## config.mk

```make
export PLATFORM = sky130hd
export DESIGN_NAME = nes_glue_top
export DESIGN_NICKNAME = d
export VERILOG_FILES = /design/src/design/nes_ctrl_pkg.sv /design/src/design/nes_mem_pkg.sv /design/src/design/joypad_port.sv /design/src/design/palette_loader.sv /design/src/design/reset_sequencer.sv /design/src/design/save_ram_clearer.sv /design/src/design/nes_glue_top.sv
export SDC_FILE = /design/constraint.sdc
export NUM_CORES = 1
export LEC_CHECK = 0
export CORE_AREA = 4 4 107 134
export CTS_CLUSTER_DIAMETER = 40
export CTS_CLUSTER_SIZE = 30
export DETAILED_ROUTE_END_ITERATION = 7
export DIE_AREA = 0 0 111 138
export DONT_BUFFER_PORTS = 1
export RECOVER_POWER = 50
export SLEW_MARGIN = 20
export SYNTH_ARGS = -nofsm -noshare
export SYNTH_HDL_FRONTEND = slang
export SYNTH_SLANG_ARGS = --single-unit
```

## constraint.sdc

```tcl
create_clock -name clk_ppu_21_47 -period 3.4 [get_ports clk_ppu_21_47]
set_clock_uncertainty 0.1 [all_clocks]
set_input_delay 1.02 -clock clk_ppu_21_47 [delete_from_list [all_inputs] [get_ports clk_ppu_21_47]]
set_output_delay 1.02 -clock clk_ppu_21_47 [all_outputs]
set_load 0.1 [all_outputs]
```

## src/design/nes_ctrl_pkg.sv

```systemverilog
`default_nettype none

package nes_ctrl_pkg;

  // one pad, a in bit 0 up to right in bit 7
  typedef logic [7:0] pad_buttons_t;

  // full serial chain of one port, shifted out lsb first
  typedef logic [23:0] joy_chain_t;

  // multitap signature byte, sent after the tap pad
  typedef logic [7:0] tap_sig_t;

  // bits 23..8 of the chain: signature above the tap pad
  typedef logic [15:0] upper_chain_t;

  // signature seen on each port when a four player adapter is present
  localparam tap_sig_t TAP_SIG_PORT1 = 8'h08;
  localparam tap_sig_t TAP_SIG_PORT2 = 8'h04;

  // a plain pad reads back ones after its eight buttons
  localparam upper_chain_t NO_TAP_FILL = 16'hffff;

endpackage

`default_nettype wire

```

## src/design/nes_mem_pkg.sv

```systemverilog
`default_nettype none

package nes_mem_pkg;

  // one byte from the download stream or the save ram
  typedef logic [7:0] byte_t;

  // colour entry, red in bits 23..16, blue in bits 7..0
  typedef logic [23:0] rgb_t;

  // 64 entry palette
  typedef logic [5:0] pal_index_t;

  // byte address of the download stream
  typedef logic [27:0] load_addr_t;

  // post download reset stretch counter
  typedef logic [7:0] stretch_cnt_t;

  // cycles left in one clearing write
  typedef logic [3:0] clear_hold_t;

  // 64 entries of three bytes
  localparam int unsigned PAL_FILE_BYTES = 192;

  // each zero write is held this long so the ram side can catch it
  localparam int unsigned CLEAR_WRITE_CYCLES = 16;

  // console stays in reset this many loader idle cycles after a download
  localparam int unsigned RESET_STRETCH = 255;

  // save ram clearer FSM
  typedef enum logic [1:0] {
    clr_idle,
    clr_write,
    clr_gap
  } clear_state_t;

endpackage

`default_nettype wire

```

## src/design/joypad_port.sv

```systemverilog
`timescale 1ns/1ps
`default_nettype none

module joypad_port #(
  parameter nes_ctrl_pkg::tap_sig_t tap_signature = nes_ctrl_pkg::TAP_SIG_PORT1
) (
  input  wire                               clk_ppu_21_47,
  input  wire                               reset_nes,
  input  wire                               latch,
  input  wire                               serial_clock,
  input  wire nes_ctrl_pkg::pad_buttons_t   primary_pad,
  input  wire nes_ctrl_pkg::pad_buttons_t   alternate_pad,
  input  wire nes_ctrl_pkg::pad_buttons_t   tap_pad,
  input  wire                               multitap_enabled,
  input  wire                               swap,
  output logic                              serial_data
);

  nes_ctrl_pkg::pad_buttons_t   primary_q;
  nes_ctrl_pkg::pad_buttons_t   alternate_q;
  nes_ctrl_pkg::pad_buttons_t   tap_q;
  logic                         multitap_q;
  logic                         swap_q;

  nes_ctrl_pkg::pad_buttons_t   low_byte;
  nes_ctrl_pkg::upper_chain_t   upper_bits;
  nes_ctrl_pkg::joy_chain_t     chain;
  logic                         last_clock;
  logic                         clock_fall;

  // sample the buttons and settings once per cycle
  always_ff @(posedge clk_ppu_21_47) begin
    primary_q   <= primary_pad;
    alternate_q <= alternate_pad;
    tap_q       <= tap_pad;
    multitap_q  <= multitap_enabled;
    swap_q      <= swap;
  end

  assign low_byte = swap_q ? alternate_q : primary_q;

  // tap pad then signature, or all ones for a lone pad
  assign upper_bits = multitap_q ? {tap_signature, tap_q} : nes_ctrl_pkg::NO_TAP_FILL;

  // core drops the clock level to ask for the next bit
  assign clock_fall = last_clock & ~serial_clock;

  always_ff @(posedge clk_ppu_21_47) begin
    if (reset_nes) begin
      chain       <= '0;
      last_clock  <= 1'b0;
      serial_data <= 1'b0;
    end else begin
      last_clock  <= serial_clock;
      serial_data <= chain[0];
      // a shift beats a load in the same cycle
      if (clock_fall) begin
        chain <= {1'b0, chain[23:1]};
      end else if (latch) begin
        chain <= {upper_bits, low_byte};
      end
    end
  end

endmodule

`default_nettype wire

```

## src/design/palette_loader.sv

```systemverilog
`timescale 1ns/1ps
`default_nettype none

module palette_loader (
  input  wire                            clk_ppu_21_47,
  input  wire                            reset_nes,
  input  wire                            palette_download,
  input  wire                            byte_strobe,
  input  wire nes_mem_pkg::load_addr_t   load_addr,
  input  wire nes_mem_pkg::byte_t        load_data,
  output logic                           pal_write,
  output nes_mem_pkg::rgb_t              pal_color,
  output nes_mem_pkg::pal_index_t        pal_index
);

  logic [1:0] pal_count;
  logic       in_range;
  logic       accept;

  assign in_range = load_addr < nes_mem_pkg::load_addr_t'(nes_mem_pkg::PAL_FILE_BYTES);
  assign accept   = palette_download & byte_strobe & in_range;

  // entry is complete whenever the next byte would be red
  assign pal_write = palette_download & (pal_count == 2'd0);

  always_ff @(posedge clk_ppu_21_47) begin
    if (reset_nes) begin
      pal_count <= 2'd0;
      pal_index <= '0;
      pal_color <= '0;
    end else if (!palette_download) begin
      pal_count <= 2'd0;
      pal_index <= '0;
    end else if (accept) begin
      pal_count <= (pal_count == 2'd2) ? 2'd0 : pal_count + 2'd1;
      case (pal_count)
        2'd0: begin
          pal_color[23:16] <= load_data;
          // first byte of the file keeps entry 0
          if (load_addr != '0) begin
            pal_index <= pal_index + 1'b1;
          end
        end
        2'd1: begin
          pal_color[15:8] <= load_data;
        end
        default: begin
          pal_color[7:0] <= load_data;
        end
      endcase
    end
  end

endmodule

`default_nettype wire

```

## src/design/reset_sequencer.sv

```systemverilog
`timescale 1ns/1ps
`default_nettype none

module reset_sequencer (
  input  wire  clk_ppu_21_47,
  input  wire  reset_nes,
  input  wire  downloading,
  input  wire  loader_busy,
  input  wire  loader_fail,
  input  wire  external_reset,
  input  wire  clearing_ram,
  output logic console_reset,
  output logic loader_reset
);

  nes_mem_pkg::stretch_cnt_t stretch_cnt;
  logic                      init_seen;
  logic                      downloading_q;
  logic                      stretch_active;

  assign stretch_active = stretch_cnt != '0;

  // keep the console quiet until a game has arrived
  always_ff @(posedge clk_ppu_21_47) begin
    if (reset_nes) begin
      init_seen <= 1'b0;
    end else if (downloading) begin
      init_seen <= 1'b1;
    end
  end

  // countdown only runs once the loader has gone idle
  always_ff @(posedge clk_ppu_21_47) begin
    if (reset_nes) begin
      stretch_cnt <= '0;
    end else if (downloading) begin
      stretch_cnt <= nes_mem_pkg::stretch_cnt_t'(nes_mem_pkg::RESET_STRETCH);
    end else if (!loader_busy && stretch_active) begin
      stretch_cnt <= stretch_cnt - 1'b1;
    end
  end

  always_ff @(posedge clk_ppu_21_47) begin
    if (reset_nes) begin
      downloading_q <= 1'b0;
      loader_reset  <= 1'b0;
    end else begin
      downloading_q <= downloading;
      // idle loader, or a fresh download starting
      loader_reset  <= ~stretch_active | (downloading & ~downloading_q);
    end
  end

  assign console_reset = ~init_seen | stretch_active | loader_fail | external_reset |
                         clearing_ram;

endmodule

`default_nettype wire

```

## src/design/save_ram_clearer.sv

```systemverilog
`timescale 1ns/1ps
`default_nettype none

module save_ram_clearer #(
  parameter int save_addr_width = 18
) (
  input  wire                          clk_ppu_21_47,
  input  wire                          reset_nes,
  input  wire                          is_downloading,
  input  wire                          palette_download,
  input  wire                          sd_buff_wr,
  input  wire                          save_busy,
  input  wire [save_addr_width-1:0]    bram_addr,
  input  wire nes_mem_pkg::byte_t      bram_dout,
  input  wire                          bram_write,
  output logic                         clearing_ram,
  output logic [save_addr_width-1:0]   ram_addr,
  output nes_mem_pkg::byte_t           ram_data,
  output logic                         ram_wren
);

  nes_mem_pkg::clear_state_t  state;
  nes_mem_pkg::clear_hold_t   hold_cnt;
  logic [save_addr_width-1:0] clear_addr;
  logic                       prev_is_downloading;
  logic                       prev_palette_download;
  logic                       did_load_save;
  logic                       start_clear;
  logic                       clear_wr;

  // start edge detection and the loaded-save flag
  always_ff @(posedge clk_ppu_21_47) begin
    if (reset_nes) begin
      prev_is_downloading   <= 1'b0;
      prev_palette_download <= 1'b0;
      did_load_save         <= 1'b0;
      start_clear           <= 1'b0;
    end else begin
      prev_is_downloading   <= is_downloading;
      prev_palette_download <= palette_download;
      if (sd_buff_wr) begin
        did_load_save <= 1'b1;
      end
      // assets done, nothing restored and not just a palette
      start_clear <= prev_is_downloading & ~is_downloading & ~prev_palette_download &
                     ~did_load_save;
    end
  end

  always_ff @(posedge clk_ppu_21_47) begin
    if (reset_nes) begin
      state      <= nes_mem_pkg::clr_idle;
      hold_cnt   <= '0;
      clear_addr <= '0;
    end else begin
      case (state)
        nes_mem_pkg::clr_idle: begin
          if (start_clear) begin
            clear_addr <= '0;
            state      <= nes_mem_pkg::clr_gap;
          end
        end
        nes_mem_pkg::clr_gap: begin
          // ram side busy, so hold off the next write
          if (!save_busy) begin
            hold_cnt <= nes_mem_pkg::clear_hold_t'(nes_mem_pkg::CLEAR_WRITE_CYCLES - 1);
            state    <= nes_mem_pkg::clr_write;
          end
        end
        nes_mem_pkg::clr_write: begin
          if (hold_cnt != '0) begin
            hold_cnt <= hold_cnt - 1'b1;
          end else if (&clear_addr) begin
            state <= nes_mem_pkg::clr_idle;
          end else begin
            clear_addr <= clear_addr + 1'b1;
            state      <= nes_mem_pkg::clr_gap;
          end
        end
        default: begin
          state <= nes_mem_pkg::clr_idle;
        end
      endcase
    end
  end

  assign clearing_ram = state != nes_mem_pkg::clr_idle;
  assign clear_wr     = state == nes_mem_pkg::clr_write;

  // clearer owns the port while it runs
  assign ram_addr = clearing_ram ? clear_addr : bram_addr;
  assign ram_data = clearing_ram ? nes_mem_pkg::byte_t'(0) : bram_dout;
  assign ram_wren = clearing_ram ? clear_wr : bram_write;

endmodule

`default_nettype wire

```

## src/design/nes_glue_top.sv

```systemverilog
`timescale 1ns/1ps
`default_nettype none

module nes_glue_top #(
  parameter int save_addr_width = 18
) (
  input  wire                              clk_ppu_21_47,
  input  wire                              reset_nes,
  input  wire nes_ctrl_pkg::pad_buttons_t  p1_pad,
  input  wire nes_ctrl_pkg::pad_buttons_t  p2_pad,
  input  wire nes_ctrl_pkg::pad_buttons_t  p3_pad,
  input  wire nes_ctrl_pkg::pad_buttons_t  p4_pad,
  input  wire                              multitap_enabled,
  input  wire                              swap_controllers,
  input  wire                              joypad_latch,
  input  wire [1:0]                        joypad_clock,
  input  wire                              downloading,
  input  wire                              loader_busy,
  input  wire                              loader_fail,
  input  wire                              external_reset,
  input  wire                              palette_download,
  input  wire                              ioctl_wr,
  input  wire nes_mem_pkg::load_addr_t     ioctl_addr,
  input  wire nes_mem_pkg::byte_t          ioctl_dout,
  input  wire                              is_downloading,
  input  wire                              sd_buff_wr,
  input  wire                              save_busy,
  input  wire [save_addr_width-1:0]        bram_addr,
  input  wire nes_mem_pkg::byte_t          bram_dout,
  input  wire                              bram_write,
  output wire                              joypad1_data,
  output wire                              joypad2_data,
  output wire                              pal_write,
  output wire nes_mem_pkg::rgb_t           pal_color,
  output wire nes_mem_pkg::pal_index_t     pal_index,
  output wire                              console_reset,
  output wire                              loader_reset,
  output wire                              clearing_ram,
  output wire [save_addr_width-1:0]        ram_addr,
  output wire nes_mem_pkg::byte_t          ram_data,
  output wire                              ram_wren
);

  // port 1 swaps in p2, taps p3
  joypad_port #(
    .tap_signature (nes_ctrl_pkg::TAP_SIG_PORT1)
  ) port1 (
    .clk_ppu_21_47    (clk_ppu_21_47),
    .reset_nes        (reset_nes),
    .latch            (joypad_latch),
    .serial_clock     (joypad_clock[0]),
    .primary_pad      (p1_pad),
    .alternate_pad    (p2_pad),
    .tap_pad          (p3_pad),
    .multitap_enabled (multitap_enabled),
    .swap             (swap_controllers),
    .serial_data      (joypad1_data)
  );

  // port 2 swaps in p1, taps p4
  joypad_port #(
    .tap_signature (nes_ctrl_pkg::TAP_SIG_PORT2)
  ) port2 (
    .clk_ppu_21_47    (clk_ppu_21_47),
    .reset_nes        (reset_nes),
    .latch            (joypad_latch),
    .serial_clock     (joypad_clock[1]),
    .primary_pad      (p2_pad),
    .alternate_pad    (p1_pad),
    .tap_pad          (p4_pad),
    .multitap_enabled (multitap_enabled),
    .swap             (swap_controllers),
    .serial_data      (joypad2_data)
  );

  palette_loader pal_loader (
    .clk_ppu_21_47    (clk_ppu_21_47),
    .reset_nes        (reset_nes),
    .palette_download (palette_download),
    .byte_strobe      (ioctl_wr),
    .load_addr        (ioctl_addr),
    .load_data        (ioctl_dout),
    .pal_write        (pal_write),
    .pal_color        (pal_color),
    .pal_index        (pal_index)
  );

  reset_sequencer rst_seq (
    .clk_ppu_21_47  (clk_ppu_21_47),
    .reset_nes      (reset_nes),
    .downloading    (downloading),
    .loader_busy    (loader_busy),
    .loader_fail    (loader_fail),
    .external_reset (external_reset),
    .clearing_ram   (clearing_ram),
    .console_reset  (console_reset),
    .loader_reset   (loader_reset)
  );

  save_ram_clearer #(
    .save_addr_width (save_addr_width)
  ) ram_clear (
    .clk_ppu_21_47    (clk_ppu_21_47),
    .reset_nes        (reset_nes),
    .is_downloading   (is_downloading),
    .palette_download (palette_download),
    .sd_buff_wr       (sd_buff_wr),
    .save_busy        (save_busy),
    .bram_addr        (bram_addr),
    .bram_dout        (bram_dout),
    .bram_write       (bram_write),
    .clearing_ram     (clearing_ram),
    .ram_addr         (ram_addr),
    .ram_data         (ram_data),
    .ram_wren         (ram_wren)
  );

endmodule

`default_nettype wire

```

==> results.json, run 1 <==
{
  "status": "complete, but fails checks",
  "failed_checks": "max-capacitance violations, max-slew violations",
  "coreArea_mm2": 0.0131,
  "rsz0062_at_grt": "false",
  "cts_root_buf": "clkbuf_16",
  "stdcell_area_mm2": 0.00708,
  "fmax_ghz": 0.318,
  "synth_area_per_cell_um2": 9.21,
  "fin_ws_ns": 0.251,
  "total_power_mw": 4.10,
  "setup_violations": 0,
  "hpwl_mm": 9.29,
  "ant_nets": 0,
  "power.leakage_nw": 2.62,
  "vias": 4934,
  "grt_pass1_wl_mm": 23.0,
  "via_per_inst": 5.68,
  "seq_area_mm2": 0.00314,
  "ys_warn_count": 0,
  "slew_headroom_pct": -0.973,
  "synth_top_flop_cell": "dfxtp_1",
  "tightest_slew_ns": 1.51,
  "synth.distinct_cells": 49,
  "syn2layout_area_growth_pct": 12.3,
  "cts_resized": 0,
  "finalCritPeriodShare_pct": 92.6,
  "hp-class": "flip-flop to flip-flop",
  "min_period_ns": 3.15,
  "postCtsSetupBuffers": 0,
  "start_kind": "flip-flop",
  "grt_antenna_before_repair": 0,
  "grt_overflow_total": 0,
  "syn_area_mm2": 0.00631,
  "diodes": 0,
  "end_kind": "primary output",
  "die_area_mm2": 0.0153,
  "nNetsFinal": 800,
  "drt_iter0_markers": 241,
  "worstPathMaxFanout": 6,
  "gp_congestion": 0.770,
  "ys_ff_latch": 157,
  "grt_max_degree": 116,
  "initial_core_util_pct": 48.1,
  "grtUsageTotal_pct": 17.8,
  "drive_gt1_share_pct": 11.0,
  "slew_violations": 25,
  "syn_nets": 801,
  "n_fill_cell": 1205,
  "holdBufCountCts": 0,
  "multi_input_area_mm2": 0.00296,
  "place_ws_ns": 0.387,
  "placed_area_mm2": 0.00656,
  "clk_pin_slew_ns": 0.06,
  "wl_per_cell_um": 15.7,
  "grt_pass1_vias": 4814,
  "cap_viol_max_count": 1,
  "peakVddDrop_mv": 0.431,
  "clockBufferDepth": 2,
  "rows": 47,
  "cts_max_level": 4,
  "clock_sinks": 157,
  "worst-setup-path-type": "flip-flop to primary output",
  "worstHoldStart": "ram_clear.prev_is_downloading",
  "ys_seq_area_share_pct": 49.8,
  "cts_buffers": 17,
  "finalHoldViolCount": 0,
  "synthArstFlopShare_pct": 0,
  "remaining_drc_errors": 0,
  "critPathRequiredTime_ns": 2.28,
  "r2r-start": "ram_clear.clear_addr[0]",
  "drtPass1Iterations": 4,
  "io_pins": 174,
  "whs_ns": 0.345,
  "cts_tree": "built",
  "die_y_um": 138,
  "arrival_ns": 2.03,
  "io_buffers": 0,
  "synth_edf_count": 0,
  "final.setup.tns_ns": 0,
  "startpoint": "rst_seq.stretch_cnt[3]",
  "totalWireLength_mm": 13.7,
  "p_per_area_mw_per_mm2": 579,
  "synthCells": 685,
  "fp.dieW_um": 111,
  "clk_latency_ns": 0.42
}
==> final cells by class <==
class / count / area share (%)
inverter: 13 / 0.689
multi-input combinational: 470 / 41.7
tap: 171 / 3.02
timing repair buffer: 25 / 2.44
clock buffer: 19 / 6.25
clock inverter: 13 / 1.50
sequential: 157 / 44.4
==> worst paths after layout <==
check	slack, ns	endpoint	depth (start not counted)
setup / recovery	0.25	console_reset	4
hold / removal	0.34	ram_clear.start_clear	2
setup reg to reg	0.95	ram_clear.clear_addr[9]	7
hold reg to reg	0.34	ram_clear.start_clear	2
==> cell usage after synthesis, types with 2 or more instances <==
master | instances | share of area (%)
buf_1 | 2 | 0.12
a21oi_1 | 70 | 5.6
clkbuf_1 | 40 | 2.4
dfxtp_1 | 157 | 50
nor2b_1 | 8 | 0.79
nor3_1 | 16 | 1.3
ha_1 | 5 | 0.99
mux2_2 | 16 | 2.9
buf_2 | 2 | 0.16
nor2_1 | 89 | 5.3
a211oi_1 | 21 | 2.5
nand3_1 | 13 | 1.0
o211ai_1 | 12 | 1.4
xnor2_1 | 4 | 0.56
a2111oi_0 | 3 | 0.42
xor2_1 | 4 | 0.56
and3_1 | 2 | 0.20
a31oi_1 | 4 | 0.40
or4_1 | 2 | 0.24
inv_1 | 12 | 0.71
a21boi_0 | 2 | 0.24
or3_1 | 4 | 0.40
a41oi_1 | 6 | 0.83
and4_1 | 3 | 0.42
o21ai_0 | 14 | 1.1
o221ai_1 | 16 | 2.2
nand2b_1 | 6 | 0.59
a311oi_1 | 9 | 1.2
nand2_1 | 54 | 3.2
nor3b_1 | 4 | 0.48
mux2i_1 | 41 | 6.5
nor4_1 | 10 | 0.99
and2_1 | 12 | 1.2
nand4_1 | 7 | 0.69
==> state kept, by name (all words and copies together) (netlist names), 4 cells and up <==
signal	flops
port2.chain	24
port2.alternate_q	8
port1.chain	24
pal_loader.pal_index	6
ram_clear.hold_cnt	4
pal_loader.pal_color	24
rst_seq.stretch_cnt	8
port1.alternate_q	8
port2.tap_q	8
port1.tap_q	8
ram_clear.clear_addr	18
==> where the power goes <==
group	internal [mW]	switching, mW
combinational	0.112	0.261
sequential	1.92	0.0640
clock	0.969	0.775
==> worst max-delay path, stage by stage, from the launching register on <==
cell and delay, ns:
dfxtp_1 0.36, nor4_1 0.62, and2_0 0.27, nand4_1 0.11, buf_4 0.26
==> through the flow <==
| stage | utilization [%] | std cells |
|---|---|---|
| CTS | 54.2 | 868 |
| floorplan | - | 685 |
| global placement | 50.0 | 836 |
| detailed placement | 50.0 | 836 |
| global route | 54.0 | 868 |
| finish | 54.0 | 868 |
==> cell families after synthesis <==
family / count (synthesis) / synth area share [%]
buffers and inverters: 58 / 3.55
and+or+nand+nor: 238 / 18.3
muxes: 57 / 9.36
xor gates and xnor gates: 8 / 1.11
AOI/OAI and AO/OA: 162 / 16.9
DFF: 157 / 49.8
adders and majority gates: 5 / 0.991
==> placed cells by master, fill, tap and decap left out, drive strengths merged, types with 8 or more instances in the layout <==
| cell type | count |
|---|---|
| dfxtp | 157 |
| nor2 | 89 |
| a21oi | 70 |
| nand2 | 54 |
| mux2i | 41 |
| clkbuf | 23 |
| a211oi | 21 |
| buf | 21 |
| inv | 18 |
| mux2 | 16 |
| nor3 | 16 |
| o221ai | 16 |
| nand3 | 14 |
| o21ai | 14 |
| o211ai | 12 |
| and2 | 12 |
| nor4 | 10 |
| a311oi | 9 |
| nor2b | 8 |
| nand4 | 8 |
==> metal layers <==
metal	part of all wire (%)	vias up	GRT usage [%]
li1	-	2467	-
met1	41	2288	21.1
met2	52	158	30.4
met3	6.0	21	5.16
met4	1.6	0	6.87
met5	0	-	0
(Power assumes the default switching activity.)
==> run 2, diff against run 1 <==
--- a/config.mk
+++ b/config.mk
@@ -5,11 +5,11 @@
 export SDC_FILE = /design/constraint.sdc
 export NUM_CORES = 1
 export LEC_CHECK = 0
-export CORE_AREA = 4 4 107 134
+export CORE_AREA = 4 4 135 170
 export CTS_CLUSTER_DIAMETER = 40
 export CTS_CLUSTER_SIZE = 30
 export DETAILED_ROUTE_END_ITERATION = 7
-export DIE_AREA = 0 0 111 138
+export DIE_AREA = 0 0 139 174
 export DONT_BUFFER_PORTS = 1
 export RECOVER_POWER = 50
 export SLEW_MARGIN = 20
==> run 2 against run 1 <==
Critical endpoint is now ram_addr[7]. Worst hold slack worse by 0.0073 ns. Cell count up 13%. Critical path type unchanged. Critical path depth down 1. The run now ends clean.
==> results.json, run 2 (same netlist as run 1, synthesis figures left out) <==
{
  "n_fill_cell": 2234,
  "fp.dieW_um": 139,
  "grt_pass1_wl_mm": 23.7,
  "top_usage_layer": "met2",
  "nNetsFinal": 801,
  "min_period_ns": 3.11,
  "grt_use_met3_pct": 3.91,
  "die_area_mm2": 0.0242,
  "drive_gt1_share_pct": 11.3,
  "final_common_cell": "dfxtp_1",
  "switchingPower_mw": 1.18,
  "rsz0062_at_grt": "false",
  "cts_resized": 0,
  "combinationalPowerShare_pct": 8.5,
  "ant_nets": 0,
  "cts_root_buf": "clkbuf_16",
  "hp-class": "flip-flop to flip-flop",
  "tightest_slew_ns": 1.36,
  "coreArea_mm2": 0.0213,
  "totalWireLength_mm": 14.3,
  "status": "finished clean",
  "rows": 60,
  "worstPathMaxFanout": 26,
  "fmax_ghz": 0.321,
  "grt_max_degree": 116,
  "end_kind": "primary output",
  "seq_area_mm2": 0.00314,
  "cts_max_level": 4,
  "intPower_mw": 3.16,
  "grt_overflow_total": 0,
  "grt_antenna_before_repair": 0,
  "final.setup.tns_ns": 0,
  "utilization_pct": 34.2,
  "clock_sinks": 157,
  "peakVddDrop_mv": 0.322,
  "crit_slowest_cell": "mux2_2",
  "p_per_area_mw_per_mm2": 595,
  "grt_pass1_vias": 4649,
  "diodes": 0,
  "clockPowerShare_pct": 45.8,
  "final_cell_mix": "dfxtp_1, nor2_1, a21oi_1, nand2_1, mux2i_1",
  "gp_congestion": 0.771,
  "power.leakage_nw": 2.66,
  "postCtsSetupBuffers": 0,
  "hpwl_mm": 9.57,
  "vias": 4922,
  "arrival_ns": 1.99,
  "crit_chain": "nor2_2 -> buf_4 -> mux2_2",
  "p_seq_share_pct": 45.7,
  "die_y_um": 174,
  "finalCritPeriodShare_pct": 91.5,
  "setup_violations": 0,
  "io_pins": 174,
  "io_buffers": 0,
  "syn2layout_area_growth_pct": 15.6,
  "swShare_pct": 27.2,
  "wl_per_cell_um": 14.6,
  "stdcell_area_mm2": 0.00730,
  "placed_area_mm2": 0.00670,
  "initial_core_util_pct": 29.6,
  "drtPass1Iterations": 4,
  "clk_latency_ns": 0.42,
  "clockBufferDepth": 2,
  "via_per_inst": 5.04,
  "slowest_delay_ns": 0.60,
  "remaining_drc_errors": 0,
  "clk_pin_slew_ns": 0.07,
  "cts_buffers": 17,
  "critPathRequiredTime_ns": 2.28,
  "slew_violations": 0,
  "cap_viol_max_count": 0,
  "reg_top3": "pal_loader.pal_color: 24 flops, port1.chain: 24 flops, port2.chain: 24 flops",
  "slew_headroom_pct": 9.14,
  "multi_input_area_mm2": 0.00296,
  "finalHoldViolCount": 0,
  "start_kind": "flip-flop",
  "cts_tree": "built",
  "final_cell_count_no_fill": 977,
  "met2_usage_pct": 19.6,
  "worst-setup-path-type": "flip-flop to primary output",
  "drt_iter0_markers": 239,
  "holdBufCountCts": 0,
  "grtUsageTotal_pct": 11.7,
  "dp_cells": 945,
  "grt_util_met1_pct": 14.0
}
## run 2: cell types whose count changed in the layout (fill, tap and decap cells not counted), sizes merged
cell,change
inv,+4
bufinv,+2
clkinv,-2
clkinvlp,-2
clkbuf,-1
## run 2: worst max-delay path, delay by kind of cell, from the launching register on
family	cells	cell delay, ns
multiplexers	1	0.60
flip-flops	1	0.39
buffers and inverters	1	0.34
AND/OR/NAND/NOR	1	0.23
## run 2: power by group through the flow
stage          clock network (mW)  logic, mW  registers [mW]
5_1_grt                      2.14      0.399            2.00
6_report                     1.99      0.368            1.99
3_5_place_dp                    0      0.371            2.03
2_1_floorplan                   0      0.360            2.01
3_3_place_gp                    0      0.368            2.03
4_1_cts                      2.05      0.373            1.99
## run 2: cell type report
type,instances,share of cell area [%]
sequential,157,43.1
timing repair buffer,26,2.42
tap,279,4.78
clock inverter,15,2.66
clock buffer,17,5.83
inverter,13,0.669
multi-input combinational,470,40.6
## run 2: final timing paths
| path | from | end | slack [ns] | cells past startpoint |
|---|---|---|---|---|
| max | ram_clear.state[0] | ram_addr[7] | 0.29 | 3 |
| max reg2reg | pal_loader.pal_index[0] | pal_loader.pal_index[4] | 1.02 | 5 |
| min | ram_clear.did_load_save | ram_clear.start_clear | 0.34 | 1 |
| min reg2reg | ram_clear.did_load_save | ram_clear.start_clear | 0.34 | 1 |
## run 2: layer usage
metal  wire (um)  share of wire (%)
met1        6120                 43
met2        7120                 50
met3         848                5.9
met4         187                1.3
met5           0                  0
## run 2: stage by stage
| step | setup WS, ns | power (mW) | hold WS [ns] |
|---|---|---|---|
| after floorplan | -0.510 | 2.37 | 0.297 |
| after global placement | 0.376 | 2.40 | 0.327 |
| after detailed placement | 0.329 | 2.40 | 0.328 |
| after CTS | 0.233 | 4.41 | 0.338 |
| after global routing | 0.112 | 4.53 | 0.369 |
| final | 0.289 | 4.34 | 0.337 |
==> run 3, diff against run 2 <==
--- a/config.mk
+++ b/config.mk
@@ -5,14 +5,15 @@
 export SDC_FILE = /design/constraint.sdc
 export NUM_CORES = 1
 export LEC_CHECK = 0
-export CORE_AREA = 4 4 135 170
+export CORE_AREA = 4 4 146 183
 export CTS_CLUSTER_DIAMETER = 40
 export CTS_CLUSTER_SIZE = 30
 export DETAILED_ROUTE_END_ITERATION = 7
-export DIE_AREA = 0 0 139 174
+export DIE_AREA = 0 0 150 187
 export DONT_BUFFER_PORTS = 1
 export RECOVER_POWER = 50
 export SLEW_MARGIN = 20
 export SYNTH_ARGS = -nofsm -noshare
 export SYNTH_HDL_FRONTEND = slang
+export SYNTH_HIERARCHICAL = 1
 export SYNTH_SLANG_ARGS = --single-unit
==> run 3 against run 2 <==
First-iteration DRC count is 7.9% higher. Synthesized cell count is 11% higher. Non-clock buffer count is 8 higher. Sequential power grew 11%. Via count rose by 15%. Sequential cell count grew 18. Critical path depth is the same. Die area up 16%. Critical path type unchanged. Critical endpoint is now ram_addr[14]. Largest cell class is now multi-input gates. Largest power group unchanged. Highest routed layer unchanged.
==> results.json, run 3 <==
{
  "clockPowerShare_pct": 42.5,
  "postCtsSetupBuffers": 0,
  "synth-compound-area-share_pct": 21.4,
  "crit_slowest_cell": "mux2_2",
  "swShare_pct": 28.8,
  "critPathRequiredTime_ns": 2.28,
  "slowest_delay_ns": 0.61,
  "grt_max_degree": 121,
  "ys_ff_latch": 175,
  "fmax_ghz": 0.315,
  "clk_pin_slew_ns": 0.08,
  "startpoint": "ram_clear/state[0]",
  "switchingPower_mw": 1.33,
  "synth_top_flop_cell": "dfxtp_1",
  "synth_area_per_cell_um2": 9.68,
  "grt_antenna_before_repair": 0,
  "setup_violations": 0,
  "r2r_cells": 8,
  "synth_top_area_share_pct": 47.5,
  "synthCells": 762,
  "gp_congestion": 0.771,
  "cp_top_family": "multiplexers",
  "slew_headroom_pct": 27.8,
  "grtUsageTotal_pct": 12.8,
  "synth_xor_area_share_pct": 0.119,
  "synth_edf_count": 0,
  "syn2layout_area_growth_pct": 13.1,
  "die_y_um": 187,
  "yosys-top-cells-count": "dfxtp_1, a21oi_1, nand2_1",
  "ys_seq_area_share_pct": 47.5,
  "die_area_mm2": 0.0281,
  "grt_use_met3_pct": 4.46,
  "synthTopCellsByArea": "dfxtp_1, a21oi_1, o221ai_2",
  "cts_max_level": 4,
  "tightest_slew_ns": 1.08,
  "vias": 5644,
  "rows": 65,
  "stdcell_area_mm2": 0.00834,
  "arrival_ns": 2.05,
  "worstPathMaxFanout": 31,
  "power.leakage_nw": 2.94,
  "peakVddDrop_mv": 0.316,
  "yosys.area.top_type": "dfxtp_1",
  "finalHoldViolCount": 0,
  "place_ws_ns": 0.452,
  "grt_pass1_wl_mm": 29.0,
  "status": "finished clean",
  "wl_per_cell_um": 16.4,
  "total_power_mw": 4.63,
  "fin_ws_ns": 0.227,
  "critical_path_depth": 3,
  "intPower_mw": 3.29,
  "fp.dieW_um": 150,
  "cts_resized": 0,
  "holdBufCountCts": 0,
  "r2r_slack_ns": 0.76,
  "top_usage_layer": "met2",
  "hp-class": "flip-flop to flip-flop",
  "combinationalPowerShare_pct": 9.7,
  "final_common_cell": "dfxtp_1",
  "via_per_inst": 5.10,
  "syn_area_mm2": 0.00737,
  "clk_latency_ns": 0.43,
  "nNetsFinal": 874,
  "critPathBufInv": 1,
  "synth_mux_area_share_pct": 5.73,
  "syn_nets": 878,
  "drtPass1Iterations": 4,
  "post-synth-top-count-cell": "dfxtp_1",
  "coreArea_mm2": 0.0250,
  "worst-setup-path-type": "flip-flop to primary output",
  "totalWireLength_mm": 18.1,
  "synth_simple_gate_area_share_pct": 19.5,
  "clockBufferDepth": 2,
  "cts_root_buf": "clkbuf_16",
  "p_per_area_mw_per_mm2": 555,
  "min_period_ns": 3.17,
  "grt_util_met1_pct": 15.0,
  "endpoint": "ram_addr[14]",
  "reg_top3": "pal_loader/pal_color: 24 flops, port1/chain: 24 flops, port2/chain: 24 flops",
  "cts_tree": "built",
  "synth_fa_ha_area_share_pct": 0.848,
  "cap_viol_max_count": 0,
  "final_cell_mix": "dfxtp_1, a21oi_1, nand2_1, nor2_1, buf_4",
  "cts_buffers": 17,
  "crit_chain": "nor2_4 -> buf_4 -> mux2_2",
  "initial_core_util_pct": 29.4,
  "rr_endpoint": "ram_clear/clear_addr[3]",
  "synthArstFlopShare_pct": 0,
  "grt_overflow_total": 0,
  "rsz0062_at_grt": "false",
  "end_kind": "primary output",
  "io_pins": 174,
  "synth.distinct_cells": 69,
  "synth_top_family_by_area": "compound AO/OA/AOI/OAI gates",
  "drt_iter0_markers": 258,
  "placed_area_mm2": 0.00777,
  "grt_pass1_vias": 5504,
  "p_seq_share_pct": 47.8,
  "finalCritPeriodShare_pct": 93.3,
  "ys_warn_count": 6,
  "met2_usage_pct": 21.7,
  "hpwl_mm": 12.4,
  "start_kind": "flip-flop",
  "remaining_drc_errors": 0,
  "r2r-start": "ram_clear/hold_cnt[0]",
  "slew_violations": 0,
  "clock_sinks": 175,
  "ant_nets": 0,
  "io_buffers": 0,
  "diodes": 0,
  "drive_gt1_share_pct": 18.2
}
==> run 3: cell count changes in the layout (fill, tap and decap cells not counted), sizes merged, moves of 13 or more <==
cell / previous run / this run
o31ai: 1 / 14
a211oi: 21 / 8
a211o: 0 / 17
mux2i: 41 / 22
nor2: 89 / 54
a21oi: 70 / 90
dfxtp: 157 / 175
o21ai: 14 / 28
==> run 3: cells by family (layout without fill, tap and decap cells) <==
logic type                 Yosys count  after routing
AOI/OAI and AO/OA                  217            217
xor gates and xnor gates             1              1
adders and majority gates            5              5
buffers and inverters               69             78
DFF                                175            175
muxes                               40             40
and+or+nand+nor                    255            255
==> run 3: worst min-delay path by stage <==
stage,to,cells after the start,startpoint
floorplan,ram_clear/start_clear,1,ram_clear/prev_palette_download
global placement,ram_clear/start_clear,1,ram_clear/prev_palette_download
detailed placement,ram_clear/start_clear,1,ram_clear/prev_palette_download
CTS,ram_clear/start_clear,1,ram_clear/prev_palette_download
global route,ram_clear/start_clear,1,ram_clear/prev_palette_download
finish,ram_clear/start_clear,1,ram_clear/prev_palette_download
==> run 3: metal layers <==
metal  vias up  share of wire [%]
met1      2686                 42
met3        12                7.0
li1       2779                  -
met5         -                  0
met4         0                1.1
met2       167                 50
==> run 3: power by group through the flow <==
stage	clock, mW	sequential (mW)	combinational [mW]
2_1_floorplan	0	2.25	0.436
3_3_place_gp	0	2.26	0.449
3_5_place_dp	0	2.26	0.455
4_1_cts	2.03	2.21	0.456
5_1_grt	2.11	2.22	0.485
6_report	1.96	2.21	0.449
==> run 3: worst reg2reg max path: stages, from the launching register on <==
cell and delay, ns:
dfxtp_1 0.34, inv_1 0.08, ha_1 0.16, nor3b_1 0.55, a22oi_1 0.28, a211oi_2 0.40
buf_4 0.25, a41oi_1 0.13, a311oi_1 0.27
==> run 3: through the flow <==
stage                     cells  hold slack, ns  setup TNS, ns  util (%)
after CTS                  1106           0.322              0      33.4
after global placement     1074           0.302              0      31.0
final                      1106           0.316              0      33.3
after global routing       1106           0.324              0      33.3
after floorplan             762           0.273          -1.69         -
after detailed placement   1074           0.305              0      31.0
==> run 3: cell type report <==
cell class / instances / area, um^2
Fill cell: 2610 / 16700
Multi-Input combinational cell: 518 / 3510
Sequential cell: 175 / 3500
Clock buffer: 17 / 425
Tap cell: 335 / 419
Timing Repair Buffer: 34 / 260
Clock inverter: 15 / 176
Inverter: 12 / 45.0
